--- src/fsmc_pkg.sv ---
// ========================================
// fsmc peripheral shared definitions
// bus widths, address fields, register map and enums
// ========================================
package fsmc_pkg;

    // bus and data widths
    localparam int AD_WIDTH   = 18;
    localparam int DATA_WIDTH = 16;

    // address bits 17..12 must carry this code
    localparam logic [5:0] BANK_CODE = 6'b010000;

    // unit number in bits 11..10, offset in bits 3..0
    localparam int UNIT_LSB     = 10;
    localparam int OFFSET_WIDTH = 4;

    // identification word in status unit
    localparam logic [DATA_WIDTH-1:0] ID_CODE = 16'hF5C1;

    typedef enum logic {
        OP_READ  = 1'b0,
        OP_WRITE = 1'b1
    } op_t;

    typedef enum logic [2:0] {
        BUS_IDLE,
        BUS_ADDR,
        BUS_WRITE,
        BUS_READ,
        BUS_HOLD
    } bus_state_t;

    // unit 0 offsets, duties follow REG_DUTY0 back to back
    typedef enum logic [OFFSET_WIDTH-1:0] {
        REG_CTRL   = 4'd0,
        REG_PERIOD = 4'd1,
        REG_DUTY0  = 4'd2
    } reg_offset_t;

    // unit 1 offsets share the encoding space of unit 0
    localparam reg_offset_t STAT_ID    = reg_offset_t'(4'd0);
    localparam reg_offset_t STAT_COUNT = reg_offset_t'(4'd1);

endpackage

--- src/pwm_channels.sv ---
`timescale 1ns/1ps
// ========================================
// pwm channels
// one shared period counter, compare output per channel
// ========================================
module pwm_channels #(
    parameter int N_CHANNELS = 4
) (
    input  logic                                             clk,
    input  logic                                             reset_n,
    input  logic [N_CHANNELS-1:0]                            chan_enable,
    input  logic [fsmc_pkg::DATA_WIDTH-1:0]                  period,
    input  logic [N_CHANNELS-1:0][fsmc_pkg::DATA_WIDTH-1:0]  duty,
    output logic [fsmc_pkg::DATA_WIDTH-1:0]                  count,
    output logic [N_CHANNELS-1:0]                            pwm_out
);
    import fsmc_pkg::*;

    logic [DATA_WIDTH-1:0] next_count;

    // ========================================
    // shared counter
    // ========================================
    always_comb begin
        // parked at zero with no period
        // also wraps early if period shrinks below count
        if (period == '0 || count >= period)
            next_count = '0;
        else
            next_count = count + 1'b1;
    end

    always_ff @(posedge clk or negedge reset_n) begin
        if (!reset_n)
            count <= '0;
        else
            count <= next_count;
    end

    // ========================================
    // compare outputs
    // ========================================
    always_ff @(posedge clk or negedge reset_n) begin
        if (!reset_n) begin
            pwm_out <= '0;
        end else begin
            // high while count is under duty
            for (int i = 0; i < N_CHANNELS; i++)
                pwm_out[i] <= chan_enable[i] && (count < duty[i]);
        end
    end

endmodule

--- config.mk ---
export PLATFORM = sky130hd
export DESIGN_NAME = pwm_channels
export DESIGN_NICKNAME = d
export VERILOG_FILES = /design/src/fsmc_pkg.sv /design/src/pwm_channels.sv
export SDC_FILE = /design/constraint.sdc
export NUM_CORES = 1
export LEC_CHECK = 0
export ABC_CLOCK_PERIOD_IN_PS = 2100
export BUFFER_PORTS_ARGS = -buffer_cell sky130_fd_sc_hd__buf_2
export CORE_UTILIZATION = 42
export DETAILED_ROUTE_END_ITERATION = 10
export PLACE_DENSITY = 0.73
export SLEW_MARGIN = 20
export SYNTH_ARGS = -nofsm -noshare
export SYNTH_HDL_FRONTEND = slang
export SYNTH_SLANG_ARGS = --single-unit
--- constraint.sdc ---
create_clock -name clk -period 2.1 [get_ports clk]
set_input_delay 0.42 -clock clk [delete_from_list [all_inputs] [get_ports clk]]
set_output_delay 0.42 -clock clk [all_outputs]
set_load 0.01 [all_outputs]
==> summary.txt <==
Synth
  – Fraction of registers with async set or reset after synthesis: 100.0%
  – Number of synthesis warnings: 0
  – Top flip-flop cell by instance count after synthesis: dfrtp_1
  – Unique cell type count in the Yosys netlist: 30
  – Post-synth EDFFs: 0
  – Mapped Nets: 508
  – Gate count after technology mapping: 345
  – Post-synthesis instance area: 2719 um^2
  – Mean instance size in the synthesized netlist: 7.881 um^2
  – Flops & latches, synth: 20
  – Sequential area share after synthesis: 18.41%

Placed design
  – Final HPWL DP: 6.055 mm
  – Count of placed standard cells including taps: about 540
  – PortBufs: roughly 110
  – Cell Area, Placed: 3467 um^2
  – Post-place setup slack: -54.55 ps
  – Global placement routability congestion: 0.8922

Detailed routing
  – Vias per inst: 5.139
  – Total iterations of the first detailed-routing run: 4
  – Total vias in the final route: between 2,000 and 3,000
  – 1st-iter DRT viols: 74
  – Detailed Route WL: 7.419 mm
  – Routed length per placed instance: 13.59 um
  – Post-detailed-route DRC marker count: 0
  – Routed Antenna Nets: 0

Layout
  – Fraction of layout instances using a drive strength above 1: 28.03%
  – Final nets: 635
  – Post-layout utilization of the core: 58.35%
  – Filler cell count: 578
  – Number of antenna diodes: 0
  – Leading cell types in the layout, fill and taps excluded: buf_2, inv_1, ha_1
  – Most common cell after layout, fill and taps aside: buf_2
  – Layout Area Growth over Synthesis: 30.83%
  – Non-filler instance count after layout: 546
  – Fin area: 3557 um^2

Power and ir drop
  – PnR Total Power: 1.964 mW
  – Peak supply drop: 399.7 uV
  – Leak pwr: 2.228 nW
  – Power density cells: 552.2 nW/um^2

Clock network
  – Clock latency reported for the late side of the worst-skew pair: 260 ps
  – Total of hold buffers inserted after clock tree synthesis: 0
  – H-tree depth: 1
  – Clock net sink count: 20
  – Total clock buffers created by CTS: 3
  – TritonCTS clock tree: done
  – Clock transition at the registers of the reported paths: about 70 ps
  – Buffers inserted by post-CTS timing repair: 0
  – Clock Path Buffers: 2
  – Clock Root Buffer: clkbuf_8

GRT
  – Via count of the first global-routing pass: 2,727
  – Wire length of the first global-routing pass: 11.77 mm
  – Number of antenna violations at the first check in global routing: 0
  – Pin count of the biggest net entering global routing: 21
  – Combined global-route utilization of all metal layers: 23.02%
  – Total global routing overflow: 0

STA
  – Final sum of negative setup slack: 0 ps
  – Min setup slack post-route: 116.2 ps
  – Final min period: between 1500 and 2000 ps
  – Setup skew after layout: 1.623 ps
  – Final number of setup-violating endpoints: 0
  – Worst Hold Slack: approximately 100 ps
  – Final cycle utilization of the critical path: 94.47%
  – Maximum clock frequency: 0.5041 GHz
  – Unrepaired setup endpoints after global routing: no
  – Hold Vio Cnt, Final: 0
  – Final-report max-slew violation count: 0
  – Actual slew at the worst max-slew pin: around 450 ps
  – Max_slew headroom: 69.78%

Worst setup path
  – Register-to-register setup slack: 120 ps
  – Kind of critical path: reg2reg
  – Reg-to-Reg Start: count[7]
  – Arrival time worst endpoint: 2160 ps
  – Worst Setup End Kind: flop
  – Depth of the worst register-to-register path: 7
  – Maximum net fanout on the critical path: 8
  – Startpoint type of the worst setup path: flop
  – CP required: 2280 ps
  – Reg-to-Reg End: count[9]

Die
  – I/O Pins: 106
  – Die X-Extent: slightly above 80 um
  – Standard cell core area: 6096 um^2
  – Initial core utilization: roughly 45%
  – Number of placement rows: 28
  – Total Die Area: 6799 um^2
  – Chip Height: about 80 um

Outcome
  – Run status: finished clean

Worst hold path
  – Hold crit path type: in2async

Run
  – Number of max-capacitance violations reported: 0
[final cells by class]
class                   count  area, um^2  area share, %
clock buffers               4       55.05          1.548
inverters                  77       289.0          8.125
multi-input cells         248        1951          54.84
flip-flops and latches     20       503.0          14.14
well taps                  75       93.84          2.638
repair buffers            122       665.6          18.71
[report_power, final]
group	internal, mW	total (mW)	switching (mW)
Clock	0.167	0.296	0.129
Sequential	0.450	0.535	0.0851
Combinational	0.515	1.13	0.618
[cells by family after synthesis]
family	synth area share [%]
AO/OA/AOI/OAI	13.90
XOR/XNOR	4.510
adder cells (fa/ha/maj)	35.43
buffers and inverters	11.04
flip-flops	18.41
AND/OR/NAND/NOR	16.71
[state kept, by name, summed over array words and instances (netlist names)]
signal and cells:
pwm_out 4, count 16
[worst max path at each step]
stage / start / endpoint / slack (ps)
after floorplan: count[2] / count[10] / 60
after global placement: period[2] / count[9] / 30
after detailed placement: period[2] / count[9] / -50
after CTS: count[7] / count[9] / 50
after global routing: count[7] / count[12] / 9
final: count[7] / count[9] / 120
[synthesized netlist by cell type (all sizes together), types with 2 or more instances]
master / instances / area share (%)
and4: 3 / 0.97
dfrtp: 20 / 18
a21boi: 4 / 1.1
nand4: 7 / 1.6
a2111oi: 4 / 1.3
inv: 77 / 11
and3: 2 / 0.46
o21ai: 15 / 2.8
o2111ai: 4 / 1.3
nand3b: 4 / 1.1
a21o: 5 / 1.4
nor2: 34 / 4.7
nand2: 32 / 4.4
a311oi: 4 / 1.3
nor4: 8 / 1.8
a21oi: 16 / 2.9
ha: 77 / 35
xnor2: 5 / 1.6
nand3: 5 / 0.92
xor2: 9 / 2.9
a211o: 2 / 0.69
[critical path, cell delays in order, from the launching register on]
cell      delay [ps]
dfrtp_1          430
buf_12           160
ha_1             300
and4_1           190
o21ai_0          110
o221ai_2         170
a211o_4          390
nor2_1           150
[layer usage]
layer,global-route usage [%],wire (um),vias up
met5,0,0,-
met4,4.737,103,0
met2,44.21,3760,88
met3,3.846,459,8
li1,-,-,1448
met1,26.38,3096,1262
[what timing repair did]
action | CTS | global route
hold endpoints to repair | 0 | 0
endpoints found under the setup margin | 0 | 19
gates resized for setup | 0 | 8
Note: power is estimated with default switching activity, not from simulation.
