File: src/fsmc_pkg.sv
// ========================================
// fsmc peripheral shared definitions
// bus widths, address fields, register map and enums
// ========================================
package fsmc_pkg;

    // bus and data widths
    localparam int AD_WIDTH   = 18;
    localparam int DATA_WIDTH = 16;

    // address bits 17..12 must carry this code
    localparam logic [5:0] BANK_CODE = 6'b010000;

    // unit number in bits 11..10, offset in bits 3..0
    localparam int UNIT_LSB     = 10;
    localparam int OFFSET_WIDTH = 4;

    // identification word in status unit
    localparam logic [DATA_WIDTH-1:0] ID_CODE = 16'hF5C1;

    typedef enum logic {
        OP_READ  = 1'b0,
        OP_WRITE = 1'b1
    } op_t;

    typedef enum logic [2:0] {
        BUS_IDLE,
        BUS_ADDR,
        BUS_WRITE,
        BUS_READ,
        BUS_HOLD
    } bus_state_t;

    // unit 0 offsets, duties follow REG_DUTY0 back to back
    typedef enum logic [OFFSET_WIDTH-1:0] {
        REG_CTRL   = 4'd0,
        REG_PERIOD = 4'd1,
        REG_DUTY0  = 4'd2
    } reg_offset_t;

    // unit 1 offsets share the encoding space of unit 0
    localparam reg_offset_t STAT_ID    = reg_offset_t'(4'd0);
    localparam reg_offset_t STAT_COUNT = reg_offset_t'(4'd1);

endpackage

File: src/fsmc_reg_bank.sv
`timescale 1ns/1ps
// ========================================
// fsmc register bank
// control registers in unit 0, status words in unit 1
// ========================================
module fsmc_reg_bank #(
    parameter int N_CHANNELS = 4
) (
    input  logic                                             clk,
    input  logic                                             reset_n,
    input  logic [3:0]                                       sel,
    input  logic [fsmc_pkg::OFFSET_WIDTH-1:0]                reg_offset,
    input  logic                                             wr_strobe,
    input  logic [fsmc_pkg::DATA_WIDTH-1:0]                  wr_data,
    output logic [fsmc_pkg::DATA_WIDTH-1:0]                  rd_data,
    input  logic [fsmc_pkg::DATA_WIDTH-1:0]                  count,
    output logic [N_CHANNELS-1:0]                            chan_enable,
    output logic [fsmc_pkg::DATA_WIDTH-1:0]                  period,
    output logic [N_CHANNELS-1:0][fsmc_pkg::DATA_WIDTH-1:0]  duty
);
    import fsmc_pkg::*;

    // ========================================
    // unit 0 write decode
    // ========================================
    always_ff @(posedge clk or negedge reset_n) begin
        if (!reset_n) begin
            chan_enable <= '0;
            period      <= '0;
            duty        <= '0;
        end else if (wr_strobe && sel[0]) begin
            case (reg_offset)
                REG_CTRL:   chan_enable <= wr_data[N_CHANNELS-1:0];
                REG_PERIOD: period      <= wr_data;
                default: begin
                    // duty block, anything past the last channel is dropped
                    for (int i = 0; i < N_CHANNELS; i++) begin
                        if (reg_offset == OFFSET_WIDTH'(REG_DUTY0 + i))
                            duty[i] <= wr_data;
                    end
                end
            endcase
        end
    end

    // ========================================
    // read-back mux
    // ========================================
    always_comb begin
        rd_data = '0;
        if (sel[0]) begin
            case (reg_offset)
                REG_CTRL:   rd_data[N_CHANNELS-1:0] = chan_enable;
                REG_PERIOD: rd_data = period;
                default: begin
                    for (int i = 0; i < N_CHANNELS; i++) begin
                        if (reg_offset == OFFSET_WIDTH'(REG_DUTY0 + i))
                            rd_data = duty[i];
                    end
                end
            endcase
        end else if (sel[1]) begin
            // status unit is read only
            case (reg_offset)
                STAT_ID:    rd_data = ID_CODE;
                STAT_COUNT: rd_data = count;
                default:    rd_data = '0;
            endcase
        end
        // units 2 and 3 fall through as zero
    end

    // a write pulse only ever lands on a single unit
    a_wr_single_unit: assert property (@(posedge clk) disable iff (!reset_n)
        wr_strobe |-> $onehot0(sel));

endmodule

File: config.mk
export PLATFORM = sky130hd
export DESIGN_NAME = fsmc_reg_bank
export DESIGN_NICKNAME = d
export VERILOG_FILES = /design/src/fsmc_pkg.sv /design/src/fsmc_reg_bank.sv
export SDC_FILE = /design/constraint.sdc
export NUM_CORES = 1
export LEC_CHECK = 0
export ABC_AREA = 1
export BUFFER_PORTS_ARGS = -buffer_cell sky130_fd_sc_hd__buf_4
export CAP_MARGIN = 20
export CELL_PAD_IN_SITES_DETAIL_PLACEMENT = 0
export CELL_PAD_IN_SITES_GLOBAL_PLACEMENT = 1
export CORE_UTILIZATION = 38
export CTS_CLUSTER_SIZE = 12
export DETAILED_ROUTE_END_ITERATION = 16
export PLACE_DENSITY = 0.85
export SLEW_MARGIN = 20
export SYNTH_ARGS = -nofsm -noshare
export SYNTH_HDL_FRONTEND = slang
export SYNTH_SLANG_ARGS = --single-unit
File: constraint.sdc
create_clock -name clk -period 3.11 [get_ports clk]
set_clock_uncertainty 0.2 [all_clocks]
set_input_delay 0.311 -clock clk [delete_from_list [all_inputs] [get_ports clk]]
set_output_delay 0.311 -clock clk [all_outputs]
set_load 0.1 [all_outputs]
==> flow_summary.yaml <==
synth:
  synth_cells: 527
  ys_warn_count: 0
  avgSynthCellArea_sq_um: 7.768
  synth_top_area_frac: 0.5134
  netlist_area_sq_um: 4094
  syn-num-nets: 570
  yosysTopAreaCell: "dfrtp_1"
  ys_seq_area_frac: 0.5134
  ys_types: 20
  ys_seq_elements: 84
  yosys-top-cells-area: "dfrtp_1 (51%), nand2_1 (13%), nand3_1 (9.2%)"
sta:
  max_slew_margin: 0.4908
  tns_ns: 0
  max_freq_mhz: 398.8
  rsz0062_at_grt: "no"
  post-route-period-util: 0.8063
  finalHoldViolCount: 0
  worst_slew_pin_slew_ns: 0.7637
  fin_crit_ns: 2.508
  maxSlewViolCount: 0
  setup_viol_count_final: 0
layout:
  drive_above_1_share: 0.2522
  antenna_cells: 0
  areaGrowthSynthToFinish_pct: 35.51
  multi_input_area_sq_um: 1678
  nets: 716
  fillCellCount: 1044
  seq_area_sq_um: 2102
  finalCoreUtilization: 0.5350
hold_path:
  min_from: "duty[21]$_DFFE_PN0P_"
  whs_path_depth: 2
  min_to: "duty[21]$_DFFE_PN0P_"
  hp-class: "reg2reg"
clock_tree:
  cts-buffers-inserted: 9
  h-tree-depth: 3
  cts_sinks: 84
  root_buffer: "clkbuf_8"
  clk_latency_ns: 0.35
  clockBufferDepth: 2
  clkTransAtPathRegs_ns: 0.08
  cts_tree: "built"
  cts_setup_buffers: 0
grt:
  grt.total_usage: 0.2311
  grt_antenna_before_repair: 0
  grt_overflow: 0
  grt_pass1_wl_um: 19650
  grt_max_degree: 85
  grt_pass1_vias: 3730
drt:
  drt_iter0_drc: 314
  wire_per_inst_um: 15.43
  vias: 3984
  drt-met1-wl_um: 5908
  antenna_left: 0
  route.detailed.drc: 0
  dr_wl_met2_um: 5561
  firstDrtPassIters: 5
  wl_um: 12560
  vias_per_cell: 4.894
  met3_length_um: 938
  highest_layer: "met4"
worst_setup_path:
  cpMostUsedCell: "buf_4"
  crit_chain: "buf_4, inv_2, nor2_1, buf_4, nand3_1, nand3_1, nand2_1, nand2_1, buf_4"
  worst_setup_path_start_kind: "input pin"
  path_class: "in2out"
  worstPathRequired_ns: 2.60
  r2r-start: "duty[50]$_DFFE_PN0P_"
  reg2reg_slack_ns: 2.19
  cp.arrival_ns: 2.00
  cp_slowest_cell: "nor2_1"
  r2r-end: "duty[50]$_DFFE_PN0P_"
  ff2ff_path_depth: 2
  end_kind: "primary output"
  crit_fanout: 13
  cpPeakStageDelay_ns: 0.51
floorplanning:
  num_rows: 37
  die_h_um: 105.8
  dieArea_sq_um: 11190
  start_util: 0.3948
  core_sq_um: 10370
  ioPinCount: 143
  die_x_um: 105.8
power_and_ir_drop:
  ir_worst_vdd_uv: 434.3
  leakage_nw: 2.907
  power_density_nw_per_um2: 868.4
placement:
  dp_hpwl_um: 8929
  io_buffers: 140
  gp_congestion: 0.8363
run_status:
  run_status: "finished, final reports clean"
job:
  cap_viol_max_count: 0
Yosys cell counts (all sizes together):
master and instances:
clkinv 1, inv 41, buf 19, nand2 146
nor2 56, o21ai 77, clkbuf 10, dfrtp 84
nand3 75, a21oi 16, nor3 1, nor4 1
routing by layer:
metal,vias to the layer above,global-route usage
li1,1984,-
met2,160,0.3357
met1,1828,0.3449
met3,12,0.04267
met4,0,0.07540
met5,-,0
what timing repair did:
item | in CTS | in global routing
hold buffers | 17 | 0
resized for setup | 0 | 0
endpoints found under the hold margin | 88 | 0
cells by family (layout without fill, tap and decap cells):
logic type             after synthesis  count (layout)  share of synthesized area
buffers and inverters               71             222                    0.07671
flip-flops                          84              84                     0.5134
AND/OR/NAND/NOR                    279             279                     0.2961
AO/OA/AOI/OAI                       93              93                     0.1137
critical path, delay by kind of cell:
family / cells / cell delay, ns
buffers and inverters: 4 / 0.83
AND/OR/NAND/NOR: 5 / 0.85
placed cells by master (no fill, tap or decap), drive strengths merged, types with 14 or more instances in the layout:
cell	n
nand2	146
buf	147
nand3	75
clkbuf	14
dfrtp	84
inv	41
nor2	56
a21oi	16
o21ai	77
dlygate4sd3	17
worst max path at each step:
stage	slack, ns	from	end	cells after the start
final	0.60	reg_offset[0]	rd_data[12]	9
after global routing	0.45	reg_offset[0]	rd_data[9]	9
after CTS	0.64	reg_offset[0]	rd_data[12]	9
after detailed placement	0.56	reg_offset[0]	duty[62]$_DFFE_PN0P_	7
after global placement	0.62	reg_offset[0]	duty[50]$_DFFE_PN0P_	7
after floorplan	0.66	chan_enable[0]$_DFFE_PN0P_	rd_data[0]	6
registers in the layout, summed over array words and instances (netlist names):
name,flops
period,16
chan_enable,4
duty,64
per-stage QoR:
step	cells	power (mW)	setup WS, ns	hold WS (ns)	instance area [sq um]
3_3_place_gp	781	4.114	0.6215	0.2962	5211
6_report	814	4.818	0.6025	0.3198	5548
4_1_cts	814	4.837	0.6360	0.3198	5544
2_1_floorplan	527	3.527	0.6567	-0.1846	4094
3_5_place_dp	781	4.138	0.5602	0.3055	5211
5_1_grt	814	4.999	0.4490	0.3376	5548
report_power, final:
group          total (mW)  internal (mW)  switching [mW]
clock network       0.688          0.312           0.376
registers            1.51           1.32           0.187
logic                2.62          0.472            2.15
cell type report:
class                      instances  share of cell area
clock buffer                      14             0.02751
clock inverter                     2            0.001804
inverter                          42             0.02842
multi-input combinational        372              0.3024
sequential                        84              0.3789
tap                              136             0.03067
timing repair buffer             164              0.2303
Power figures use the tool's default switching activity.
